$ cat config.mk
export PLATFORM = sky130hd
export DESIGN_NAME = frame_delay_line
export DESIGN_NICKNAME = d
export VERILOG_FILES = /design/src/verilog/dns_filter_pkg.sv /design/src/verilog/frame_delay_line.sv
export SDC_FILE = /design/constraint.sdc
export NUM_CORES = 1
export LEC_CHECK = 0
export BUFFER_PORTS_ARGS = -buffer_cell sky130_fd_sc_hd__buf_2
export CAP_MARGIN = 20
export CORE_AREA = 2 2 256 258
export DETAILED_ROUTE_END_ITERATION = 7
export DIE_AREA = 0 0 258 260
export PLACE_DENSITY = 0.65
export SYNTH_ARGS = -nofsm -noshare
export SYNTH_HDL_FRONTEND = slang
export SYNTH_SLANG_ARGS = --single-unit
export TNS_END_PERCENT = 5
$ cat constraint.sdc
create_clock -name clk156 -period 1.6 [get_ports clk156]
set_input_delay 0 -clock clk156 [delete_from_list [all_inputs] [get_ports clk156]]
set_output_delay 0 -clock clk156 [all_outputs]
set_load 0.02 [all_outputs]
$ cat src/verilog/dns_filter_pkg.sv
// dns filter shared definitions
package dns_filter_pkg;

	// stream and lookup widths
	localparam int DATA_W = 64;
	localparam int KEEP_W = 8;
	localparam int KEY_W = 96;
	localparam int FLAG_W = 4;

	// beats held back while the verdict is pending
	localparam int DELAY_DEPTH = 12;

	// 64 beat output buffer
	localparam int FIFO_ADDR_W = 6;

	// protocol values, network byte order already undone
	localparam logic [15:0] ETH_TYPE_IPV4 = 16'h0800;
	localparam logic [7:0] IP_PROTO_UDP = 8'd17;
	localparam logic [15:0] DNS_PORT = 16'd53;

	// request flag for a DNS response
	localparam logic [FLAG_W-1:0] LOOKUP_OP_RESPONSE = 4'b0011;

	// verdict code in reply flag bits 2:1
	localparam logic [1:0] VERDICT_DROP = 2'b10;

	// one stream beat, 74 bits
	typedef struct packed {
		logic valid;
		logic [DATA_W-1:0] data;
		logic [KEEP_W-1:0] keep;
		logic last;
	} axis_beat_t;

	// request towards the verdict table
	typedef struct packed {
		logic [KEY_W-1:0] key;
		logic [FLAG_W-1:0] flag;
	} lookup_req_t;

	// reply from the verdict table
	typedef struct packed {
		logic valid;
		logic [FLAG_W-1:0] flag;
	} lookup_rsp_t;

endpackage

$ cat src/verilog/frame_delay_line.sv
// verdict delay line
`timescale 1ns/1ps

module frame_delay_line (
	input  logic clk156,
	input  logic eth_rst,
	input  dns_filter_pkg::axis_beat_t rx,
	input  logic frame_start,
	input  dns_filter_pkg::lookup_rsp_t lookup_rsp,
	output dns_filter_pkg::axis_beat_t delayed
);

	dns_filter_pkg::axis_beat_t stage [dns_filter_pkg::DELAY_DEPTH];

	logic blocked;
	logic drop_now;
	logic blank;

	assign drop_now = lookup_rsp.valid &&
		(lookup_rsp.flag[2:1] == dns_filter_pkg::VERDICT_DROP);

	// blank at once on the reply, then hold until the next frame
	assign blank = blocked || drop_now;

	always_ff @(posedge clk156) begin
		if (eth_rst) begin
			blocked <= 1'b0;
		end else if (frame_start) begin
			blocked <= 1'b0;
		end else if (drop_now) begin
			blocked <= 1'b1;
		end
	end

	always_ff @(posedge clk156) begin
		if (eth_rst) begin
			for (int i = 0; i < dns_filter_pkg::DELAY_DEPTH; i++) begin
				stage[i] <= '0;
			end
		end else begin
			// new frame beats keep entering
			stage[0] <= rx;
			for (int i = 1; i < dns_filter_pkg::DELAY_DEPTH; i++) begin
				stage[i] <= blank ? '0 : stage[i-1];
			end
		end
	end

	assign delayed = stage[dns_filter_pkg::DELAY_DEPTH-1];

endmodule

==> impl_metrics.ini <==
[critical_path]
cp.arrival_ps = 2030
cp_cell_sequence = or2_4 > buf_12 > buf_12 > buf_12 > nor3b_1
worstSetupStartpointType = register
path_common_cell = buf_12
crit_required_ps = 2110
cp_slowest_stage_delay_ps = 330
crit_fanout = 19
worstSetupEndpointType = register
cp_slowest_cell = or2_4
crit_type = register to register

[power_and_ir_drop]
clkPwrFrac = 0.467
power_uw = 45170
ir_drop_mv = 0.7498
switchingPower_uw = 9127
p_int_uw = 36040
power_density_mw_per_mm2 = 1338
p_comb_frac = 0.036
p_seq_frac = 0.497
leakagePower_uw = 0.01266
power_switching_share = 0.2021

[clocking]
clockRootBuffer = clkbuf_16
cts_tree = built
cts_buffer_depth = 3
insertion_delay_ps = 620
cts_htree_levels = 3
clk_pin_slew_worst_paths_ps = 60
cts_buffers = 83
clock_sinks = 889

[timing]
period_share = 0.9498
relSlewSlack = 0.5224
setup_viol = 0
setup_ws_ps = 80.29
rsz0062_at_grt = false
fin_crit_ps = 1520
worst_pin_slew_ps = 716.4
slew_violations = 0
max_freq_mhz = 658.0
hold_violations = 0
fin_setup_tns_ps = 0
fin_skew_ps = 21.80

[finish]
layout-drive-gt1-share = 0.3997
nets = 2278
post-route-util = 0.5267
area_growth_syn_to_layout_pct = 17.28
fin_cells = 3120
fillers = 5242

[detailed_routing]
totalWireLength_microns = 41010
drt-initial-drc-count = 571
drc = 0
ant_nets = 0
wl_per_cell_microns = 13.14
viasPerCell = 4.269
vias = 13320
first_pass_iters = 4

[yosys]
ys_seq_elements = 889
ys_types = 13
synth_top_area_share = 0.6181
synth_top_area_cell = dfxtp_1
syn_avg_cell_area_sq_um = 14.08
yosysSeqAreaShare = 0.6181
syn_nets = 2127
synth_area_sq_mm = 0.02879
yosysWarnings = 0
synth.area.top_cells = dfxtp_1 (62%), nor3b_2 (22%), nor3b_1 (8.2%), buf_4 (2.7%), buf_6 (2.2%)
syn_inst = 2045

[placed_design]
dp_cells = 2890
pre_cts_slack_ps = 97.00
gp_congestion = 0.7154
hpwl_microns = 23990
portBuffers = 153

[global_route]
overflow = 0
grt_start_max_net_pins = 83
grt_pass1_wl_microns = 70040
grt_pass1_vias = 13780
antenna_found_initial = 1
grt_util_all_layers = 0.1241

[floorplan]
ios = 156
die_area_sq_mm = 0.06708
core_sq_mm = 0.06412
die_y_microns = 260
initial_utilization = 0.4491
core.rowCount = 93
die_w_microns = 258

[worst_hold_path]
min_path_type = primary input to register

[run]
max-cap-violations = 0

[run_status]
status = completed
layout make-up:
cell class                      instances  area (sq um)  share of cell area
Sequential cell                       889         17800              0.5270
Multi-Input combinational cell        892          9114              0.2699
Timing Repair Buffer                  330          2735             0.08100
Clock buffer                          107          2380             0.07047
Tap cell                              855          1070             0.03168
Clock inverter                         46         670.6             0.01986
Antenna cell                            1         2.502          0.00007410
synth_stat cells (all sizes together):
| cell | number |
|---|---|
| buf | 231 |
| and3b | 1 |
| or2 | 1 |
| clkbuf | 33 |
| nor3b | 814 |
| nor2 | 1 |
| dfxtp | 889 |
| nor2b | 74 |
| o21a | 1 |
stage by stage:
step	area, sq um	hold WS, ps
after floorplan	28790	128.2
after global routing	33770	32.13
final	33770	25.06
after detailed placement	29950	212.0
after global placement	29950	219.0
after CTS	33760	3.451
critical path, delay by kind of cell (launching register included):
kind          cells  cell delay, ps
simple gates      2             550
buf+inv           3             530
flops             1             310
kinds of logic (layout without fill, tap and decap cells):
group,count (synthesis),in the layout,synth area share
other cells,0,1,0
buf+inv,264,483,0.06579
flops,889,889,0.6181
simple gates,891,891,0.3159
compound gates,1,1,0.0002608
final timing paths:
| path | from | endpoint | slack [ps] | depth (start not counted) |
|---|---|---|---|---|
| min reg2reg | stage[0][235]$_SDFF_PP0_ | stage[0][309]$_SDFF_PP0_ | 440 | 1 |
| min | lookup_rsp[2] | stage[0][177]$_SDFF_PP0_ | 30 | 4 |
| max reg2reg | blocked$_SDFFE_PP0P_ | stage[0][841]$_SDFF_PP0_ | 80 | 5 |
| max | blocked$_SDFFE_PP0P_ | stage[0][841]$_SDFF_PP0_ | 80 | 5 |
registers in the layout, indices dropped and copies added, names as in the netlist:
| signal | flops |
|---|---|
| blocked | 1 |
| stage | 888 |
layout by cell type, fill, tap and decap left out, drive strengths merged, types with 3 or more instances in the layout:
master	n
nor2b	74
clkinvlp	5
bufinv	15
clkbuf	107
clkinv	23
nor3b	814
buf	254
dfxtp	889
dlygate4sd3	76
inv	3
what timing repair did:
action	in CTS	in global routing
buffers inserted	0	0
hold buffers	76	0
endpoints found under the hold margin	83	0
endpoints found under the setup margin	0	1
resized for setup	0	1
layer usage:
| metal | routed length [microns] | GRT usage |
|---|---|---|
| met1 | 22050 | 0.1877 |
| met2 | 16190 | 0.1684 |
| met3 | 1843 | 0.02758 |
| met4 | 930 | 0.05122 |
| met5 | 0 | 0 |
power by group through the flow:
stage	registers [uW]	logic (uW)	clock network [uW]
finish	22500	1610	21100
CTS	22500	1630	21700
global placement	23000	1440	0
detailed placement	23000	1480	0
floorplan	22900	1170	0
global route	22500	1760	22600
(Power assumes the default switching activity.)
