==> src/verilog/dns_filter_pkg.sv <==
// dns filter shared definitions
package dns_filter_pkg;

	// stream and lookup widths
	localparam int DATA_W = 64;
	localparam int KEEP_W = 8;
	localparam int KEY_W = 96;
	localparam int FLAG_W = 4;

	// beats held back while the verdict is pending
	localparam int DELAY_DEPTH = 12;

	// 64 beat output buffer
	localparam int FIFO_ADDR_W = 6;

	// protocol values, network byte order already undone
	localparam logic [15:0] ETH_TYPE_IPV4 = 16'h0800;
	localparam logic [7:0] IP_PROTO_UDP = 8'd17;
	localparam logic [15:0] DNS_PORT = 16'd53;

	// request flag for a DNS response
	localparam logic [FLAG_W-1:0] LOOKUP_OP_RESPONSE = 4'b0011;

	// verdict code in reply flag bits 2:1
	localparam logic [1:0] VERDICT_DROP = 2'b10;

	// one stream beat, 74 bits
	typedef struct packed {
		logic valid;
		logic [DATA_W-1:0] data;
		logic [KEEP_W-1:0] keep;
		logic last;
	} axis_beat_t;

	// request towards the verdict table
	typedef struct packed {
		logic [KEY_W-1:0] key;
		logic [FLAG_W-1:0] flag;
	} lookup_req_t;

	// reply from the verdict table
	typedef struct packed {
		logic valid;
		logic [FLAG_W-1:0] flag;
	} lookup_rsp_t;

endpackage

==> src/verilog/dns_header_parser.sv <==
// dns response header parser
`timescale 1ns/1ps

module dns_header_parser (
	input  logic clk156,
	input  logic eth_rst,
	input  dns_filter_pkg::axis_beat_t rx,
	output dns_filter_pkg::lookup_req_t lookup_req,
	output logic lookup_req_valid,
	output logic frame_start
);

	// beat position inside the frame, saturates past the header
	logic [3:0] beat_cnt;

	// fields that decide the frame class
	logic [15:0] eth_type;
	logic [7:0] ip_proto;
	logic [15:0] udp_src_port;
	logic [dns_filter_pkg::FLAG_W-1:0] req_flag;

	// fields that only feed the key
	logic [31:0] ip_src;
	logic [31:0] ip_dst;
	logic [15:0] udp_dst_port;
	logic [15:0] dns_flags;

	logic is_udp;
	logic suspect;

	assign is_udp = (eth_type == dns_filter_pkg::ETH_TYPE_IPV4) &&
		(ip_proto == dns_filter_pkg::IP_PROTO_UDP);
	assign suspect = is_udp && (udp_src_port == dns_filter_pkg::DNS_PORT);

	assign frame_start = rx.valid && (beat_cnt == 4'd0);

	always_ff @(posedge clk156) begin
		if (eth_rst) begin
			beat_cnt <= '0;
			eth_type <= '0;
			ip_proto <= '0;
			udp_src_port <= '0;
			req_flag <= '0;
		end else if (rx.valid) begin
			if (rx.last) begin
				beat_cnt <= '0;
			end else if (beat_cnt != 4'hf) begin
				beat_cnt <= beat_cnt + 4'd1;
			end

			case (beat_cnt)
				4'd0: begin
					eth_type <= '0;
					ip_proto <= '0;
					udp_src_port <= '0;
					req_flag <= '0;
				end
				// bytes 12-13
				4'd1: eth_type <= {rx.data[39:32], rx.data[47:40]};
				// byte 23
				4'd2: ip_proto <= rx.data[63:56];
				// bytes 34-35
				4'd4: begin
					if (is_udp) begin
						udp_src_port <= {rx.data[23:16], rx.data[31:24]};
					end
				end
				// QR bit decides response or query
				4'd6: begin
					if (suspect) begin
						req_flag <= dns_flags[15] ?
							dns_filter_pkg::LOOKUP_OP_RESPONSE : '0;
					end
				end
				default: ;
			endcase
		end
	end

	always_ff @(posedge clk156) begin
		if (rx.valid) begin
			case (beat_cnt)
				4'd0: begin
					ip_src <= '0;
					ip_dst <= '0;
					udp_dst_port <= '0;
					dns_flags <= '0;
				end
				// bytes 26-31
				4'd3: begin
					ip_src <= {rx.data[23:16], rx.data[31:24],
						rx.data[39:32], rx.data[47:40]};
					ip_dst[31:16] <= {rx.data[55:48], rx.data[63:56]};
				end
				// bytes 32-33 and 36-37
				4'd4: begin
					ip_dst[15:0] <= {rx.data[7:0], rx.data[15:8]};
					if (is_udp) begin
						udp_dst_port <= {rx.data[39:32], rx.data[47:40]};
					end
				end
				// dns flags word, bytes 44-45
				4'd5: begin
					if (suspect) begin
						dns_flags <= {rx.data[39:32], rx.data[47:40]};
					end
				end
				default: ;
			endcase
		end
	end

	// one request per suspect frame, alongside beat 7
	assign lookup_req_valid = rx.valid && suspect && (beat_cnt == 4'd7);

	assign lookup_req.key = {ip_src, ip_dst, udp_dst_port, 16'h0000};
	assign lookup_req.flag = req_flag;

endmodule

==> config.mk <==
export PLATFORM = sky130hd
export DESIGN_NAME = dns_header_parser
export DESIGN_NICKNAME = d
export VERILOG_FILES = /design/src/verilog/dns_filter_pkg.sv /design/src/verilog/dns_header_parser.sv
export SDC_FILE = /design/constraint.sdc
export NUM_CORES = 1
export LEC_CHECK = 0
export ABC_AREA = 1
export BUFFER_PORTS_ARGS = -buffer_cell sky130_fd_sc_hd__buf_2
export CAP_MARGIN = 20
export CORE_MARGIN = 2
export CORE_UTILIZATION = 50
export DETAILED_ROUTE_END_ITERATION = 12
export GPL_ROUTABILITY_DRIVEN = 0
export GPL_TIMING_DRIVEN = 0
export HOLD_SLACK_MARGIN = 0.03
export PLACE_DENSITY_LB_ADDON = 0.12
export SETUP_SLACK_MARGIN = 0.5
export SYNTH_ARGS = -nofsm -noshare
export SYNTH_HDL_FRONTEND = slang
export SYNTH_SLANG_ARGS = --single-unit
==> constraint.sdc <==
create_clock -name clk156 -period 4.35 [get_ports clk156]
set_clock_uncertainty 0.1 [all_clocks]
set_input_delay 0.87 -clock clk156 [delete_from_list [all_inputs] [get_ports clk156]]
set_output_delay 0.87 -clock clk156 [all_outputs]
set_load 0.02 [all_outputs]
==> flow_summary.toml <==
[cts]
cts_setup_buffers = 0
cts_buffer_depth = 2
cts_resized = 0
clock_sinks = 126
cts_root_buf = "clkbuf_8"
tritoncts.num_buffers = 17
clk_pin_slew_ns = 0.06
holdBufCountCts = 0
insertion_delay_ns = 0.52
cts_tree = "yes"
htreeDepth = 4

[layout]
fin_cells = 892
final-seq-area_um2 = 3330
drive_above_1_share_pct = 30.8
fin_nets = 823
multi_input_area_um2 = 1510
syn2layout_area_growth_pct = 30.1
final_area_um2 = 7000
fin_util_pct = 67.5
fillCellCount = 854
num_antenna_cells = 0

[die]
core-area_um2 = 10400
dieArea_um2 = 11600
io_pins = 178
start_util_pct = 51.9
die_w_um = 108
fp-row-count = 37
fp.dieH_um = 108

[run]
cap_violations = 0

[yosys]
netlist_area_um2 = 5380
synth_area_leaders = "edfxtp_1, dfxtp_1, nor2_1"
synth.distinct_cells = 30
yosysSeqAreaShare_pct = 62.0
netlist_instances = 556
synth_area_leader_cell = "edfxtp_1"
ys_seq_elements = 126
yosys_warnings = 0
yosysTopAreaCellShare_pct = 45.2
postSynthAreaPerCell_um2 = 9.67

[sta]
hold_viol_final = 0
fin_crit_ns = 3.01
finalWorstSetupSlack_ns = 1.34
rsz0062_at_grt = "no"
fin_setup_tns_ns = 0
holdWs_ns = 0.382
finalSetupViolations = 0
fin_crit_sh_pct = 69.2
worst_pin_slew_ns = 0.643
maxSlewViolCount = 0
max_freq_ghz = 0.332
slew_headroom_pct = 57.0

[place]
io_buffers = 149
pre_cts_slack_ns = 1.58
dpl_cell_area_um2 = 6420
dp_cells = 860
hpwl_mm = 9.13

[power_and_ir_drop]
peakVddDrop_mv = 0.277
power.leakage_nw = 3.25
power_mw = 3.08
powerDensity_nw_per_um2 = 440

[route]
route.met3.wl_um = 926
routedWlPerCell_um = 14.1
vias = 4328
first_pass_iters = 5
viasPerCell = 4.85
ant_nets = 0
drt-met1-wl_mm = 5.50
drt-initial-drc-count = 229
drcViolationCount = 0
wirelength_mm = 12.6
highest_layer = "met4"
routed-wl-met2_mm = 6.10

[run_status]
outcome = "finished, final reports clean"

[global_route]
first_global_vias = 4104
grt_max_degree = 26
grt_first_pass_wirelength_mm = 19.3
antenna_found_initial = 0
grt_usage_pct = 21.8
grt_overflow = 0

[worst_setup_path]
critPathCaptureType = "primary output"
start_kind = "flop"
path_class = "flop to primary output"
required_ns = 3.38
crit_fanout = 2
critical_path_arrival_ns = 2.04

[hold_path]
min_path_type = "flop to flop"
[synth_stat cells]
master,n
buf_1,1
nor2_2,10
o22ai_1,2
buf_12,1
nor2_1,136
inv_2,3
nor2_4,2
nor4_1,1
a211oi_1,2
nand2_1,34
edfxtp_1,81
clkbuf_2,1
ha_1,4
dfxtp_1,45
inv_1,81
xor2_1,1
clkinv_1,1
o21ai_0,2
clkbuf_1,15
nand3_1,26
conb_1,1
o21ai_4,1
a21oi_1,29
nand4_1,27
buf_4,19
o211ai_1,16
and2_1,1
buf_6,1
nor3_4,1
buf_2,11
[registers in the layout, summed over array words and instances, names as in the netlist]
name          count
beat_cnt          4
dns_flags         1
eth_type         16
ip_dst           32
ip_proto          8
ip_src           32
req_flag          1
udp_dst_port     16
udp_src_port     16
[metal layers]
metal	track usage (%)	vias up
li1	-	2159
met1	28.1	2001
met2	35.3	164
met3	4.90	4
met4	9.62	0
met5	0	-
[placed cells by master (no fill, tap or decap), types with 19 or more instances in the layout]
cell type	count
nand2_1	34
nor2_1	136
dfxtp_1	45
buf_4	19
nand3_1	26
edfxtp_1	81
buf_2	160
inv_1	81
a21oi_1	28
nand4_1	27
[logic make-up after synthesis]
family	count (synthesis)	synth area share (%)
buffers and inverters	134	11.4
AO/OA/AOI/OAI	52	5.93
XOR/XNOR	1	0.163
AND/OR/NAND/NOR	238	19.5
flip-flops	126	62.0
adder cells (fa/ha/maj)	4	0.930
other	1	0.0697
[area by class of cell]
type	instances	area share (%)
sequential	126	47.6
tap	136	2.43
inverter	85	4.56
clock buffer	17	5.92
buffer	49	4.20
multi-input combinational	313	21.5
clock inverter	15	2.31
timing repair buffer	151	11.4
[where the power goes]
group,switching [mW],internal (mW),total (mW)
logic,0.230,0.121,0.351
registers,0.0238,1.34,1.37
clock network,0.538,0.823,1.36
[critical path: stages (launching register included)]
cell	delay, ns
dfxtp_1	0.31
inv_1	0.06
nor2_1	0.09
nand4_1	0.19
nor2_1	0.23
nand2_1	0.10
nor4_1	0.30
buf_2	0.24
[final timing paths]
kind                                   start  depth (start not counted)  slack (ns)               end
worst max-delay path             ip_proto[4]                          7        1.34  lookup_req_valid
worst min register to register  eth_type[14]                          2        0.38      eth_type[14]
worst min-delay path            eth_type[14]                          2        0.38      eth_type[14]
worst max register to register   beat_cnt[3]                          6        1.78        ip_dst[31]
(Power assumes the default switching activity.)
